File: config.mk
export PLATFORM = sky130hd
export DESIGN_NAME = umtrx_ctrl_top
export DESIGN_NICKNAME = d
export VERILOG_FILES = /design/src/hw/umtrx_ctrl_pkg.sv /design/src/hw/frontend_map.sv /design/src/hw/readback_mux.sv /design/src/hw/setting_reg_bank.sv /design/src/hw/umtrx_ctrl_top.sv /design/src/hw/wb_settings_port.sv
export SDC_FILE = /design/constraint.sdc
export NUM_CORES = 1
export LEC_CHECK = 0
export ABC_AREA = 1
export CELL_PAD_IN_SITES_DETAIL_PLACEMENT = 2
export CELL_PAD_IN_SITES_GLOBAL_PLACEMENT = 2
export CORE_MARGIN = 10
export CORE_UTILIZATION = 34
export CTS_BUF_LIST = sky130_fd_sc_hd__clkbuf_4 sky130_fd_sc_hd__clkbuf_8
export CTS_CLUSTER_DIAMETER = 200
export DETAILED_ROUTE_END_ITERATION = 8
export DONT_BUFFER_PORTS = 1
export MAX_ROUTING_LAYER = met4
export PLACE_DENSITY = 0.95
export SYNTH_ARGS = -nofsm -noshare
export SYNTH_HDL_FRONTEND = slang
export SYNTH_SLANG_ARGS = --single-unit
File: constraint.sdc
create_clock -name wb_clk -period 3.3 [get_ports wb_clk]
set_clock_uncertainty 0.05 [all_clocks]
set_input_delay 0.33 -clock wb_clk [delete_from_list [all_inputs] [get_ports wb_clk]]
set_output_delay 0.33 -clock wb_clk [all_outputs]
set_load 0.01 [all_outputs]
File: src/hw/umtrx_ctrl_pkg.sv
/*
 * Transceiver control plane shared definitions
 * Bus widths, settings register map, readback words, window decode
 * constants and the structs carried between the control blocks
 */

package umtrx_ctrl_pkg;

   //////////////////////////////////////////////////////////////////////
   // Widths
   localparam int WB_DW    = 32;
   localparam int WB_AW    = 16;
   localparam int SET_AW   = 8;
   localparam int DAC_W    = 12;
   localparam int NUM_DDC  = 4;
   localparam int NUM_DUC  = 2;
   localparam int NUM_LEDS = 8;

   //////////////////////////////////////////////////////////////////////
   // Settings register map
   localparam int SR_MISC     = 0;
   localparam int SR_DIVSW    = 180;
   localparam int SR_RX_FE_SW = 183;
   localparam int SR_TX_FE_SW = 184;

   // Values loaded at reset
   localparam logic [NUM_LEDS-1:0] LED_SRC_RESET = 8'h1E;
   localparam logic                DIVSW_RESET   = 1'b1;

   // Readback words, compat is major in the upper half
   localparam logic [WB_DW-1:0] COMPAT_NUM = {16'd9, 16'd0};
   localparam logic [3:0]       RB_NUM_DDC = 4'd1;
   localparam logic [3:0]       RB_NUM_DUC = 4'd2;
   localparam logic [3:0]       RB_COMPAT  = 4'd12;
   localparam logic [3:0]       RB_IRQ     = 4'd13;

   // Window decode on the upper address byte
   localparam logic [7:0] SET_WIN_ADDR = 8'h70;
   localparam logic [7:0] SET_WIN_MASK = 8'hF0;
   localparam logic [7:0] RB_WIN_ADDR  = 8'h5C;
   localparam logic [7:0] RB_WIN_MASK  = 8'hFC;

   //////////////////////////////////////////////////////////////////////
   // Structs
   typedef struct packed {
      logic             cyc;
      logic             stb;
      logic             we;
      logic [WB_AW-1:0] adr;
      logic [WB_DW-1:0] dat;
   } wb_req_t;

   typedef struct packed {
      logic              stb;
      logic [SET_AW-1:0] addr;
      logic [WB_DW-1:0]  data;
   } set_bus_t;

   typedef struct packed {
      logic [1:0]          lms_res;
      logic                lowpa;
      logic                enpa1;
      logic                enpa2;
      logic                en_dc_sync;
      logic [NUM_LEDS-1:0] led_sw;
      logic [NUM_LEDS-1:0] led_src;
      logic                phy_reset;
      logic [1:0]          div_sw;
      logic [NUM_DDC-1:0]  rx_fe_sw;
      logic                tx_fe_sw;
   } ctrl_regs_t;

   typedef struct packed {
      logic [DAC_W-1:0] a;
      logic [DAC_W-1:0] b;
   } dac_pair_t;

endpackage

File: src/hw/frontend_map.sv
/*
 * Frontend output mapping
 * DAC channel swap, hardware LED pattern from DSP activity and the
 * per-bit hardware or software LED mix
 */
`timescale 1ns/10ps

module frontend_map (
   input  umtrx_ctrl_pkg::ctrl_regs_t           regs_i,
   input  logic [umtrx_ctrl_pkg::NUM_DDC-1:0]   run_rx_i,
   input  logic [umtrx_ctrl_pkg::NUM_DUC-1:0]   run_tx_i,
   input  umtrx_ctrl_pkg::dac_pair_t [1:0]      dac_ch_i,
   output umtrx_ctrl_pkg::dac_pair_t [1:0]      dac_o,
   output logic [umtrx_ctrl_pkg::NUM_LEDS-1:0]  leds_o
);
   import umtrx_ctrl_pkg::*;

   logic                led_a;
   logic                led_b;
   logic                led_c;
   logic                led_e;
   logic [NUM_LEDS-1:0] led_hw;

   //////////////////////////////////////////////////////////////////////
   // DAC swap
   always_comb begin
      if (regs_i.tx_fe_sw) begin
         dac_o[0] = dac_ch_i[1];
         dac_o[1] = dac_ch_i[0];
      end else begin
         dac_o[0] = dac_ch_i[0];
         dac_o[1] = dac_ch_i[1];
      end
   end

   //////////////////////////////////////////////////////////////////////
   // Hardware LEDs

   // RX activity per frontend
   assign led_c = |(run_rx_i & ~regs_i.rx_fe_sw);
   assign led_b = |(run_rx_i & regs_i.rx_fe_sw);

   // TX LEDs follow the frontend, not the DSP
   assign led_a = regs_i.tx_fe_sw ? run_tx_i[1] : run_tx_i[0];
   assign led_e = regs_i.tx_fe_sw ? run_tx_i[0] : run_tx_i[1];

   assign led_hw = {3'b000, led_a, led_c, led_e, led_b, 1'b0};

   // led_src bit 1 takes hardware, 0 takes software
   assign leds_o = (regs_i.led_src & led_hw) | (~regs_i.led_src & regs_i.led_sw);

endmodule

File: src/hw/readback_mux.sv
/*
 * Readback word mux
 * Registers one of 16 status words on each readback request
 */
`timescale 1ns/10ps

module readback_mux (
   input  logic                              wb_clk,
   input  logic                              por_rst,
   input  logic                              rb_req_i,
   input  logic [3:0]                        rb_idx_i,
   input  logic [1:0]                        aux_ld_i,
   input  logic                              button_i,
   output logic [umtrx_ctrl_pkg::WB_DW-1:0]  rb_dat_o
);
   import umtrx_ctrl_pkg::*;

   logic [WB_DW-1:0] irq_word;

   // Lock detects and button in the upper status half
   assign irq_word = {16'b0, aux_ld_i[1], aux_ld_i[0], button_i, 13'b0};

   always_ff @(posedge wb_clk) begin
      if (por_rst) begin
         rb_dat_o <= '0;
      end else if (rb_req_i) begin
         case (rb_idx_i)
            RB_NUM_DDC: rb_dat_o <= WB_DW'(NUM_DDC);
            RB_NUM_DUC: rb_dat_o <= WB_DW'(NUM_DUC);
            RB_COMPAT:  rb_dat_o <= COMPAT_NUM;
            RB_IRQ:     rb_dat_o <= irq_word;
            // Timer and dropped status words read as zero
            default:    rb_dat_o <= '0;
         endcase
      end
   end

endmodule

File: src/hw/setting_reg_bank.sv
/*
 * Settings register bank
 * Holds PA, LMS, LED, PHY reset and switch controls, loaded
 * from settings bus strobes
 */
`timescale 1ns/10ps

module setting_reg_bank (
   input  logic                        wb_clk,
   input  logic                        por_rst,
   input  umtrx_ctrl_pkg::set_bus_t    set_bus_i,
   output umtrx_ctrl_pkg::ctrl_regs_t  regs_o
);
   import umtrx_ctrl_pkg::*;

   logic addr_known;

   // Addresses that hold a register
   always_comb begin
      case (set_bus_i.addr)
         SET_AW'(SR_MISC + 0),
         SET_AW'(SR_MISC + 3),
         SET_AW'(SR_MISC + 4),
         SET_AW'(SR_MISC + 6),
         SET_AW'(SR_DIVSW + 0),
         SET_AW'(SR_DIVSW + 1),
         SET_AW'(SR_RX_FE_SW),
         SET_AW'(SR_TX_FE_SW): addr_known = 1'b1;
         default:             addr_known = 1'b0;
      endcase
   end

   //////////////////////////////////////////////////////////////////////
   // Register update
   always_ff @(posedge wb_clk) begin
      if (por_rst) begin
         regs_o         <= '0;
         regs_o.led_src <= LED_SRC_RESET;
         regs_o.div_sw  <= {2{DIVSW_RESET}};
      end else if (set_bus_i.stb) begin
         case (set_bus_i.addr)
            SET_AW'(SR_MISC + 0): begin
               // PA and LMS controls share one word
               regs_o.lms_res    <= set_bus_i.data[1:0];
               regs_o.lowpa      <= set_bus_i.data[2];
               regs_o.enpa1      <= set_bus_i.data[3];
               regs_o.enpa2      <= set_bus_i.data[4];
               regs_o.en_dc_sync <= set_bus_i.data[5];
            end
            SET_AW'(SR_MISC + 3): begin
               regs_o.led_sw <= set_bus_i.data[NUM_LEDS-1:0];
            end
            SET_AW'(SR_MISC + 4): begin
               regs_o.phy_reset <= set_bus_i.data[0];
            end
            SET_AW'(SR_MISC + 6): begin
               // 1 selects the hardware LED source
               regs_o.led_src <= set_bus_i.data[NUM_LEDS-1:0];
            end
            SET_AW'(SR_DIVSW + 0): begin
               regs_o.div_sw[0] <= set_bus_i.data[0];
            end
            SET_AW'(SR_DIVSW + 1): begin
               regs_o.div_sw[1] <= set_bus_i.data[0];
            end
            SET_AW'(SR_RX_FE_SW): begin
               // One frontend select bit per RX DSP
               regs_o.rx_fe_sw <= set_bus_i.data[NUM_DDC-1:0];
            end
            SET_AW'(SR_TX_FE_SW): begin
               regs_o.tx_fe_sw <= set_bus_i.data[0];
            end
            default: begin
               // Unmapped addresses keep every register
            end
         endcase
      end
   end

   //////////////////////////////////////////////////////////////////////
   // Checks
   a_unknown_hold : assert property (
      @(posedge wb_clk) disable iff (por_rst)
      (set_bus_i.stb && !addr_known) |=> $stable(regs_o)
   ) else $error("strobe to unmapped address changed a register");

endmodule

File: src/hw/umtrx_ctrl_top.sv
/*
 * Transceiver control plane top
 * Wishbone port, settings registers, readback and frontend mapping
 */
`timescale 1ns/10ps

module umtrx_ctrl_top (
   input  logic                                 wb_clk,
   input  logic                                 por_rst,
   input  umtrx_ctrl_pkg::wb_req_t              wb_req_i,
   output logic                                 wb_ack_o,
   output logic [umtrx_ctrl_pkg::WB_DW-1:0]     wb_dat_o,
   input  logic [1:0]                           aux_ld_i,
   input  logic                                 button_i,
   input  logic [umtrx_ctrl_pkg::NUM_DDC-1:0]   run_rx_i,
   input  logic [umtrx_ctrl_pkg::NUM_DUC-1:0]   run_tx_i,
   input  umtrx_ctrl_pkg::dac_pair_t [1:0]      dac_ch_i,
   output umtrx_ctrl_pkg::dac_pair_t [1:0]      dac_o,
   output logic [umtrx_ctrl_pkg::NUM_LEDS-1:0]  leds_o,
   output logic [1:0]                           lms_res_o,
   output logic                                 lowpa_o,
   output logic                                 enpa1_o,
   output logic                                 enpa2_o,
   output logic                                 en_dc_sync_o,
   output logic                                 phy_reset_n_o,
   output logic [1:0]                           div_sw_o,
   output logic [umtrx_ctrl_pkg::NUM_DDC-1:0]   rx_fe_sel_o
);
   import umtrx_ctrl_pkg::*;

   set_bus_t         set_bus;
   ctrl_regs_t       regs;
   logic             rb_req;
   logic [3:0]       rb_idx;
   logic [WB_DW-1:0] rb_dat;

   wb_settings_port u_port (
      .wb_clk    (wb_clk),
      .por_rst   (por_rst),
      .wb_req_i  (wb_req_i),
      .rb_dat_i  (rb_dat),
      .wb_ack_o  (wb_ack_o),
      .wb_dat_o  (wb_dat_o),
      .set_bus_o (set_bus),
      .rb_req_o  (rb_req),
      .rb_idx_o  (rb_idx)
   );

   setting_reg_bank u_regs (
      .wb_clk    (wb_clk),
      .por_rst   (por_rst),
      .set_bus_i (set_bus),
      .regs_o    (regs)
   );

   readback_mux u_rb (
      .wb_clk    (wb_clk),
      .por_rst   (por_rst),
      .rb_req_i  (rb_req),
      .rb_idx_i  (rb_idx),
      .aux_ld_i  (aux_ld_i),
      .button_i  (button_i),
      .rb_dat_o  (rb_dat)
   );

   frontend_map u_fe (
      .regs_i    (regs),
      .run_rx_i  (run_rx_i),
      .run_tx_i  (run_tx_i),
      .dac_ch_i  (dac_ch_i),
      .dac_o     (dac_o),
      .leds_o    (leds_o)
   );

   //////////////////////////////////////////////////////////////////////
   // Register pins
   assign lms_res_o     = regs.lms_res;
   assign lowpa_o       = regs.lowpa;
   assign enpa1_o       = regs.enpa1;
   assign enpa2_o       = regs.enpa2;
   assign en_dc_sync_o  = regs.en_dc_sync;
   // PHY reset pin is active low
   assign phy_reset_n_o = ~regs.phy_reset;
   assign div_sw_o      = regs.div_sw;
   assign rx_fe_sel_o   = regs.rx_fe_sw;

endmodule

File: src/hw/wb_settings_port.sv
/*
 * Wishbone slave port for the control plane
 * Decodes the settings and readback windows, acks each access one
 * cycle after it is seen and issues settings strobes
 */
`timescale 1ns/10ps

module wb_settings_port (
   input  logic                              wb_clk,
   input  logic                              por_rst,
   input  umtrx_ctrl_pkg::wb_req_t           wb_req_i,
   input  logic [umtrx_ctrl_pkg::WB_DW-1:0]  rb_dat_i,
   output logic                              wb_ack_o,
   output logic [umtrx_ctrl_pkg::WB_DW-1:0]  wb_dat_o,
   output umtrx_ctrl_pkg::set_bus_t          set_bus_o,
   output logic                              rb_req_o,
   output logic [3:0]                        rb_idx_o
);
   import umtrx_ctrl_pkg::*;

   logic [7:0] win_sel;
   logic       set_win;
   logic       rb_win;
   logic       req_new;
   logic       rb_sel_q;

   //////////////////////////////////////////////////////////////////////
   // Window decode
   assign win_sel = wb_req_i.adr[WB_AW-1:WB_AW-8];
   assign set_win = (win_sel & SET_WIN_MASK) == SET_WIN_ADDR;
   assign rb_win  = (win_sel & RB_WIN_MASK) == RB_WIN_ADDR;

   // No new access in the ack cycle
   assign req_new = wb_req_i.cyc & wb_req_i.stb & ~wb_ack_o;

   // Readback mux registers its word on this same edge
   assign rb_req_o = req_new & ~wb_req_i.we & rb_win;
   assign rb_idx_o = wb_req_i.adr[5:2];

   //////////////////////////////////////////////////////////////////////
   // Ack and strobe
   always_ff @(posedge wb_clk) begin
      if (por_rst) begin
         wb_ack_o      <= 1'b0;
         set_bus_o.stb <= 1'b0;
         rb_sel_q      <= 1'b0;
      end else begin
         wb_ack_o      <= req_new;
         set_bus_o.stb <= req_new & wb_req_i.we & set_win;
         rb_sel_q      <= rb_req_o;
      end
   end

   // Settings payload, word address of the window
   always_ff @(posedge wb_clk) begin
      if (req_new) begin
         set_bus_o.addr <= wb_req_i.adr[SET_AW+1:2];
         set_bus_o.data <= wb_req_i.dat;
      end
   end

   // Unmapped and write accesses return zero
   assign wb_dat_o = rb_sel_q ? rb_dat_i : '0;

   //////////////////////////////////////////////////////////////////////
   // Checks
   a_ack_single : assert property (
      @(posedge wb_clk) disable iff (por_rst)
      wb_ack_o |=> !wb_ack_o
   ) else $error("ack held for two cycles");

endmodule

==> impl_metrics.csv, run 1 <==
group,metric,value,unit
hold_path,holdCritPathClass,"in -> reg",
global_route,grtUsageTotal,0.1619,
detailed_routing,via_per_inst,4.847,
worst_setup_path,end_kind,"primary output",
sta,worstMarginPinSlew,1.048,ns
clock_tree,post_cts_buffers,0,
synthesis,synth_edf_count,16,
power,combPwrFrac,0.095,
global_route,grt_util_met3,0.04664,
clock_tree,cts_made_buffers,5,
sta,drv_slew,0,
run,maxCapViolCount,0,
power,p_int,0.9741,mW
worst_setup_path,critical_path_arrival,1.89,ns
detailed_routing,dr_total_vias,2918,
detailed_routing,routed_wl,11.54,mm
global_route,grtUsageMet2,0.3033,
detailed_routing,antenna_left,0,
global_route,grt_pass1_vias,3272,
die,io_pins,212,
global_route,overflow,0,
power,seqPwrFrac,0.553,
worst_setup_path,required,2.92,ns
clock_tree,ctsHtreeMaxLevel,2,
clock_tree,cts_root_buf,"clkbuf_8",
worst_setup_path,crit_type,"reg -> out",
sta,rsz0062_at_grt,"false",
synthesis,synth_area_leaders,"dfxtp_1 (24%), edfxtp_1 (15%), nand2_1 (11%)",
die,die_h,118.5,um
sta,slew_headroom,0.3003,
outcome,outcome,"completed",
worst_setup_path,cp_max_fo,57,
layout,n_antenna_cell,0,
synthesis,synth.avg_cell_area,6.695,um^2
global_route,antenna_found_initial,0,
clock_tree,cts-hold-fix-buffers,0,
worst_setup_path,cp-startpoint,"u_regs.regs_o[0]",
synthesis,synth_area,0.003301,mm^2
sta,fin_hold_ws,0.03317,ns
layout,syn2layout_area_growth,1.024,%
die,rows,35,
synthesis,yosysSeqAreaShare,0.3821,
synthesis,ys_async_sr_fraction,0,
power,power.density,386.7,mW/mm^2
sta,fin_crit,2.271,ns
power,power_leakage,1.481,nW
clock_tree,cts_tree,"done",
worst_setup_path,start_kind,"flip-flop",
power,power.switching,0.3152,mW
die,coreArea,0.009328,mm^2
synthesis,yosys_warnings,0,
placement,gp_congestion,0.7657,
synthesis,synthTopCellsByCount,"nand2_1 (93), nor2_1 (84), inv_1 (66), nand3_1 (46), a21oi_1 (44)",
clock_tree,cts_resized,0,
power,vdd_drop_max,0.2579,mV
synthesis,ys_types,25,
synthesis,yosysMostFrequentCell,"nand2_1",
detailed_routing,drtIter0Drc,146,
synthesis,syn_inst,493,
placement,dp_hpwl,9.449,mm
detailed_routing,drc_errors,0,
layout,nets,582,
synthesis,synth_ff_type,"dfxtp_1",
sta,setup_viol,0,
die,floorplan.initialDensity,0.3539,
synthesis,netlist.area_leader.share,0.2365,
clock_tree,clk_pin_slew,0.10,ns
die,die_area,0.01405,mm^2
global_route,grt-busiest-layer,"met2",
power,swShare,0.2445,
synthesis,synth_seq_cells,55,
detailed_routing,wl_per_cell,19.17,um
sta,tns,0,ns
layout,drive_gt1_frac,0.05285,
hold_path,hold_start,"por_rst",
global_route,grtUsageMet1,0.1679,
placement,numPortBuffers,0,
sta,fmax,0.4403,GHz
global_route,grt_max_degree,58,
clock_tree,cts.sinks,55,
power,clkPwrFrac,0.352,
die,die_w,118.5,um
worst_setup_path,reg2reg_from,"u_port.set_bus_o[34]",
sta,hold_viol_final,0,
layout,nFillCells,1148,
synthesis,yosysTopAreaCell,"dfxtp_1",
global_route,grt_pass1_wl,18.10,mm
sta,finalCritPeriodShare,0.6882,
clock_tree,clock_path_buffers,2,
detailed_routing,firstDrtPassIters,4,
clock_tree,clk_latency,0.30,ns
[sequential cells by signal (all words and copies together) (netlist names)]
| name | count |
|---|---|
| u_regs.regs_o | 30 |
| u_port.set_bus_o | 17 |
| u_rb.rb_dat_o | 6 |
| u_port.rb_sel_q | 1 |
| u_port.wb_ack_o | 1 |
[stage by stage]
| stage | worst slack [ns] | area [um^2] | instances | power (mW) | utilization |
|---|---|---|---|---|---|
| finish | 1.029 | 3334 | 602 | 1.289 | 0.3575 |
| floorplan | 1.536 | 3391 | 517 | 0.8452 | - |
| global placement | 1.454 | 3221 | 594 | 0.8432 | 0.3453 |
| CTS | 1.041 | 3334 | 602 | 1.304 | 0.3575 |
| detailed placement | 1.381 | 3221 | 594 | 0.8511 | 0.3453 |
| global route | 0.9006 | 3334 | 602 | 1.355 | 0.3575 |
[layout by cell type, fill, tap and decap left out, types with 2 or more instances in the layout]
cell       n
nor2_4     4
dfxtp_1   38
inv_1     66
conb_1    25
a21boi_0   2
nand3_2    2
nand3_1   46
nand4_1    3
a41oi_1    2
o21ai_0   25
clkbuf_8   5
inv_2      3
a21oi_1   44
edfxtp_1  16
nor2_1    84
clkbuf_4   2
nand2_2    2
nor3_1     2
nor2_2     2
nand2_1   93
[final timing paths]
check | to | slack [ns] | cells past startpoint
setup reg to reg | u_regs.regs_o[23] | 1.57 | 6
hold / removal | u_regs.regs_o[8] | 0.03 | 1
hold reg to reg | u_regs.regs_o[15] | 0.41 | 2
setup / recovery | dac_o[18] | 1.03 | 3
[logic make-up (layout without fill, tap and decap cells)]
kind of cell | Yosys count | in the layout | share of synthesized area
and+or+nand+nor | 239 | 239 | 0.3101
AOI/OAI and AO/OA | 75 | 75 | 0.1190
buffers and inverters | 123 | 79 | 0.1876
other | 1 | 25 | 0.001136
DFF | 55 | 55 | 0.3821
[cell type report]
cell class | count | area [um^2] | area share
Timing Repair Buffer | 2 | 27.53 | 0.008255
Clock buffer | 7 | 83.83 | 0.02514
Tap cell | 129 | 161.4 | 0.04841
Clock inverter | 1 | 30.03 | 0.009006
Sequential cell | 55 | 1262 | 0.3786
Multi-Input combinational cell | 339 | 1510 | 0.4529
Inverter | 69 | 259.0 | 0.07767
[power by group through the flow]
stage / combinational, mW / clock, mW / sequential, mW
floorplan: 0.119 / 0 / 0.726
global placement: 0.116 / 0 / 0.727
detailed placement: 0.122 / 0 / 0.729
CTS: 0.123 / 0.468 / 0.713
global route: 0.140 / 0.500 / 0.714
finish: 0.123 / 0.454 / 0.713
[per-layer routing]
metal,up-vias,share of wire,wire (um)
met1,1388,0.39,4463
met2,81,0.55,6333
met4,0,0.0046,53
met5,-,0,0
met3,6,0.060,688
li1,1443,-,-
[worst max-delay path: stages (launching register included)]
cell	delay (ns)
dfxtp_2	0.83
buf_12	0.31
nor2_1	0.08
a21oi_1	0.36
(Power assumes the default switching activity.)
==> run 2: changes to the inputs <==
--- a/config.mk
+++ b/config.mk
@@ -5,17 +5,17 @@
 export SDC_FILE = /design/constraint.sdc
 export NUM_CORES = 1
 export LEC_CHECK = 0
-export ABC_AREA = 1
+export ABC_AREA = 0
 export CELL_PAD_IN_SITES_DETAIL_PLACEMENT = 2
 export CELL_PAD_IN_SITES_GLOBAL_PLACEMENT = 2
 export CORE_MARGIN = 10
-export CORE_UTILIZATION = 34
+export CORE_UTILIZATION = 36
 export CTS_BUF_LIST = sky130_fd_sc_hd__clkbuf_4 sky130_fd_sc_hd__clkbuf_8
 export CTS_CLUSTER_DIAMETER = 200
 export DETAILED_ROUTE_END_ITERATION = 8
 export DONT_BUFFER_PORTS = 1
 export MAX_ROUTING_LAYER = met4
-export PLACE_DENSITY = 0.95
+export PLACE_DENSITY = 0.9
 export SYNTH_ARGS = -nofsm -noshare
 export SYNTH_HDL_FRONTEND = slang
 export SYNTH_SLANG_ARGS = --single-unit
==> constraint.sdc (replaced) <==
create_clock -name wb_clk -period 2.1 [get_ports wb_clk]
set_clock_uncertainty 0.05 [all_clocks]
set_input_delay 0.21 -clock wb_clk [delete_from_list [all_inputs] [get_ports wb_clk]]
set_output_delay 0.21 -clock wb_clk [all_outputs]
set_load 0.01 [all_outputs]
==> run 2 against run 1 <==
Effect of this change:
- utilization grew 4.1 points
- clock power increased by 36%
- non-clock buffer count grew 24
- flip-flop and latch count unchanged
- register-to-register slack worse by 1.4 ns
- highest routed layer unchanged
- synthesized cell count shrank 39%
==> impl_metrics.csv, run 2 <==
group,metric,value,unit
outcome,outcome,"completed",
die,die_h,114.0,um
clock_tree,cts_root_buf,"clkbuf_8",
synthesis,synth_seq_cells,55,
sta,fin_hold_ws,0.02114,ns
global_route,grtUsageTotal,0.1446,
detailed_routing,wl_met2,5.189,mm
power,power_leakage,1.319,nW
placement,numPortBuffers,0,
synthesis,synth_ff_type,"dfxtp_1",
worst_setup_path,end_kind,"flip-flop",
layout,final_core_util,0.3983,
clock_tree,cts.sinks,55,
detailed_routing,routed_wl,9.774,mm
detailed_routing,drtIter0Drc,73,
detailed_routing,dr_wl_met3,1.149,mm
synthesis,synth_edf_count,16,
die,coreArea,0.008636,mm^2
detailed_routing,wl_per_cell,23.27,um
worst_setup_path,required,2.23,ns
detailed_routing,firstDrtPassIters,4,
die,rows,34,
layout,final_cell_mix,"mux2_2 (48), nand2b_1 (38), dfxtp_1 (38), mux2i_1 (37), conb_1 (25)",
sta,tns,0,ns
worst_setup_path,cp_max_fo,6,
clock_tree,clk_latency,0.31,ns
die,floorplan.initialDensity,0.3680,
synthesis,synth_area,0.003178,mm^2
worst_setup_path,crit_type,"reg -> reg",
clock_tree,clock_path_buffers,2,
layout,largest-register,"u_regs.regs_o",
global_route,grt_max_degree,52,
detailed_routing,via_per_inst,5.210,
sta,drv_slew,0,
synthesis,synth_area_leaders,"dfxtp_1 (25%), mux2_2 (17%), edfxtp_1 (15%)",
hold_path,holdCritPathClass,"in -> reg",
clock_tree,ctsHtreeMaxLevel,2,
layout,n_antenna_cell,0,
synthesis,netlist.area_leader.share,0.2457,
synthesis,ys_async_sr_fraction,0,
global_route,antenna_found_initial,0,
layout,layout_commonest_cell,"mux2_2",
global_route,grt_pass1_wl,14.82,mm
synthesis,ys_types,33,
die,die_area,0.01299,mm^2
detailed_routing,top_layer,"met4",
placement,dp_hpwl,7.964,mm
clock_tree,clk_pin_slew,0.09,ns
synthesis,yosysTopAreaCell,"dfxtp_1",
sta,finalCritPeriodShare,0.9277,
sta,fin_crit,1.948,ns
synthesis,yosysSeqAreaShare,0.3969,
synthesis,synth.avg_cell_area,10.49,um^2
sta,hold_viol_final,0,
sta,setup_viol,0,
clock_tree,post_cts_buffers,0,
detailed_routing,dr_total_vias,2188,
worst_setup_path,start_kind,"flip-flop",
global_route,grt_pass1_vias,2510,
power,total_power,1.929,mW
layout,syn2layout_area_growth,8.228,%
power,vdd_drop_max,0.3598,mV
clock_tree,cts_tree,"done",
placement,pre_cts_slack,0.07526,ns
layout,nets,421,
sta,fmax,0.5133,GHz
detailed_routing,antenna_left,0,
global_route,overflow,0,
layout,reg.largest.list,"u_regs.regs_o x30, u_port.set_bus_o x17, u_rb.rb_dat_o x6",
detailed_routing,drc_errors,0,
layout,nFillCells,935,
clock_tree,cts_made_buffers,5,
placement,gp_congestion,0.7205,
layout,largest_reg_flops,30,
run,maxCapViolCount,0,
die,die_w,114.0,um
layout,drive_gt1_frac,0.2179,
sta,setup_ws,0.1519,ns
synthesis,syn_inst,303,
die,io_pins,212,
sta,rsz0062_at_grt,"false",
detailed_routing,wl_met1,3.386,mm
worst_setup_path,critical_path_arrival,2.08,ns
synthesis,synthTopCellsByCount,"mux2_2 (48), dfxtp_1 (39), nand2b_1 (38), mux2i_1 (37), buf_4 (34)",
synthesis,yosys_warnings,0,
synthesis,yosysMostFrequentCell,"mux2_2",
power,power.density,560.8,mW/mm^2
run 2: cell types whose count changed after synthesis, sizes merged, moves of 10 or more:
cell    previous run  this run
mux2i              0        37
mux2               0        48
nor2              90        16
a21oi             44         2
inv               69         6
o21ai             25         0
buf               46        36
nand3             48         5
nand2             95         4
nand2b             0        38
run 2: layout make-up:
type	instances	area, um^2	area share
Clock buffer	7	90.09	0.02619
Clock inverter	1	8.758	0.002546
Inverter	6	22.52	0.006548
Multi-Input combinational cell	217	1668	0.4849
Sequential cell	55	1262	0.3670
Tap cell	108	135.1	0.03929
Timing Repair Buffer	26	252.7	0.07348
run 2: layer usage:
layer	track usage	vias up
li1	-	1014
met1	0.1347	1046
met2	0.2715	124
met3	0.06037	4
met4	0.02590	0
met5	-	-
run 2: through the flow:
step / cells / cell area, um^2
finish: 420 / 3440
CTS: 420 / 3436
detailed placement: 394 / 3157
floorplan: 327 / 3268
global route: 420 / 3440
global placement: 394 / 3157
run 2: power breakdown:
| part | switching, mW | total, mW | internal [mW] | leakage (nW) |
|---|---|---|---|---|
| Sequential | 0.00908 | 1.12 | 1.11 | 0.464 |
| Clock | 0.334 | 0.618 | 0.284 | 0.0519 |
| Combinational | 0.109 | 0.195 | 0.0854 | 0.803 |
run 2: cells by family after synthesis:
| group | synth area share |
|---|---|
| AND/OR/NAND/NOR | 0.1886 |
| multiplexers | 0.2866 |
| flip-flops | 0.3969 |
| buffers and inverters | 0.1079 |
| AO/OA/AOI/OAI | 0.01890 |
| other | 0.001180 |
run 2: what timing repair did:
item,4_1_cts,5_1_grt
gates resized for setup,0,1
hold buffers,18,0
hold endpoints to repair,19,0
setup endpoints to repair,0,2
run 2: path summary, 6_finish.rpt:
kind	startpoint	end	slack, ns	cells after the start
max	u_port.set_bus_o[36]	u_regs.regs_o[16]	0.15	4
max reg2reg	u_port.set_bus_o[36]	u_regs.regs_o[16]	0.15	4
min reg2reg	u_regs.regs_o[20]	u_regs.regs_o[20]	0.43	2
min	aux_ld_i[0]	u_rb.rb_dat_o[14]	0.02	2
run 2: critical path: stages, from the launching register on:
cell      delay, ns
edfxtp_1       0.41
or4_4          0.60
or4_1          0.45
buf_4          0.19
mux2i_1        0.12
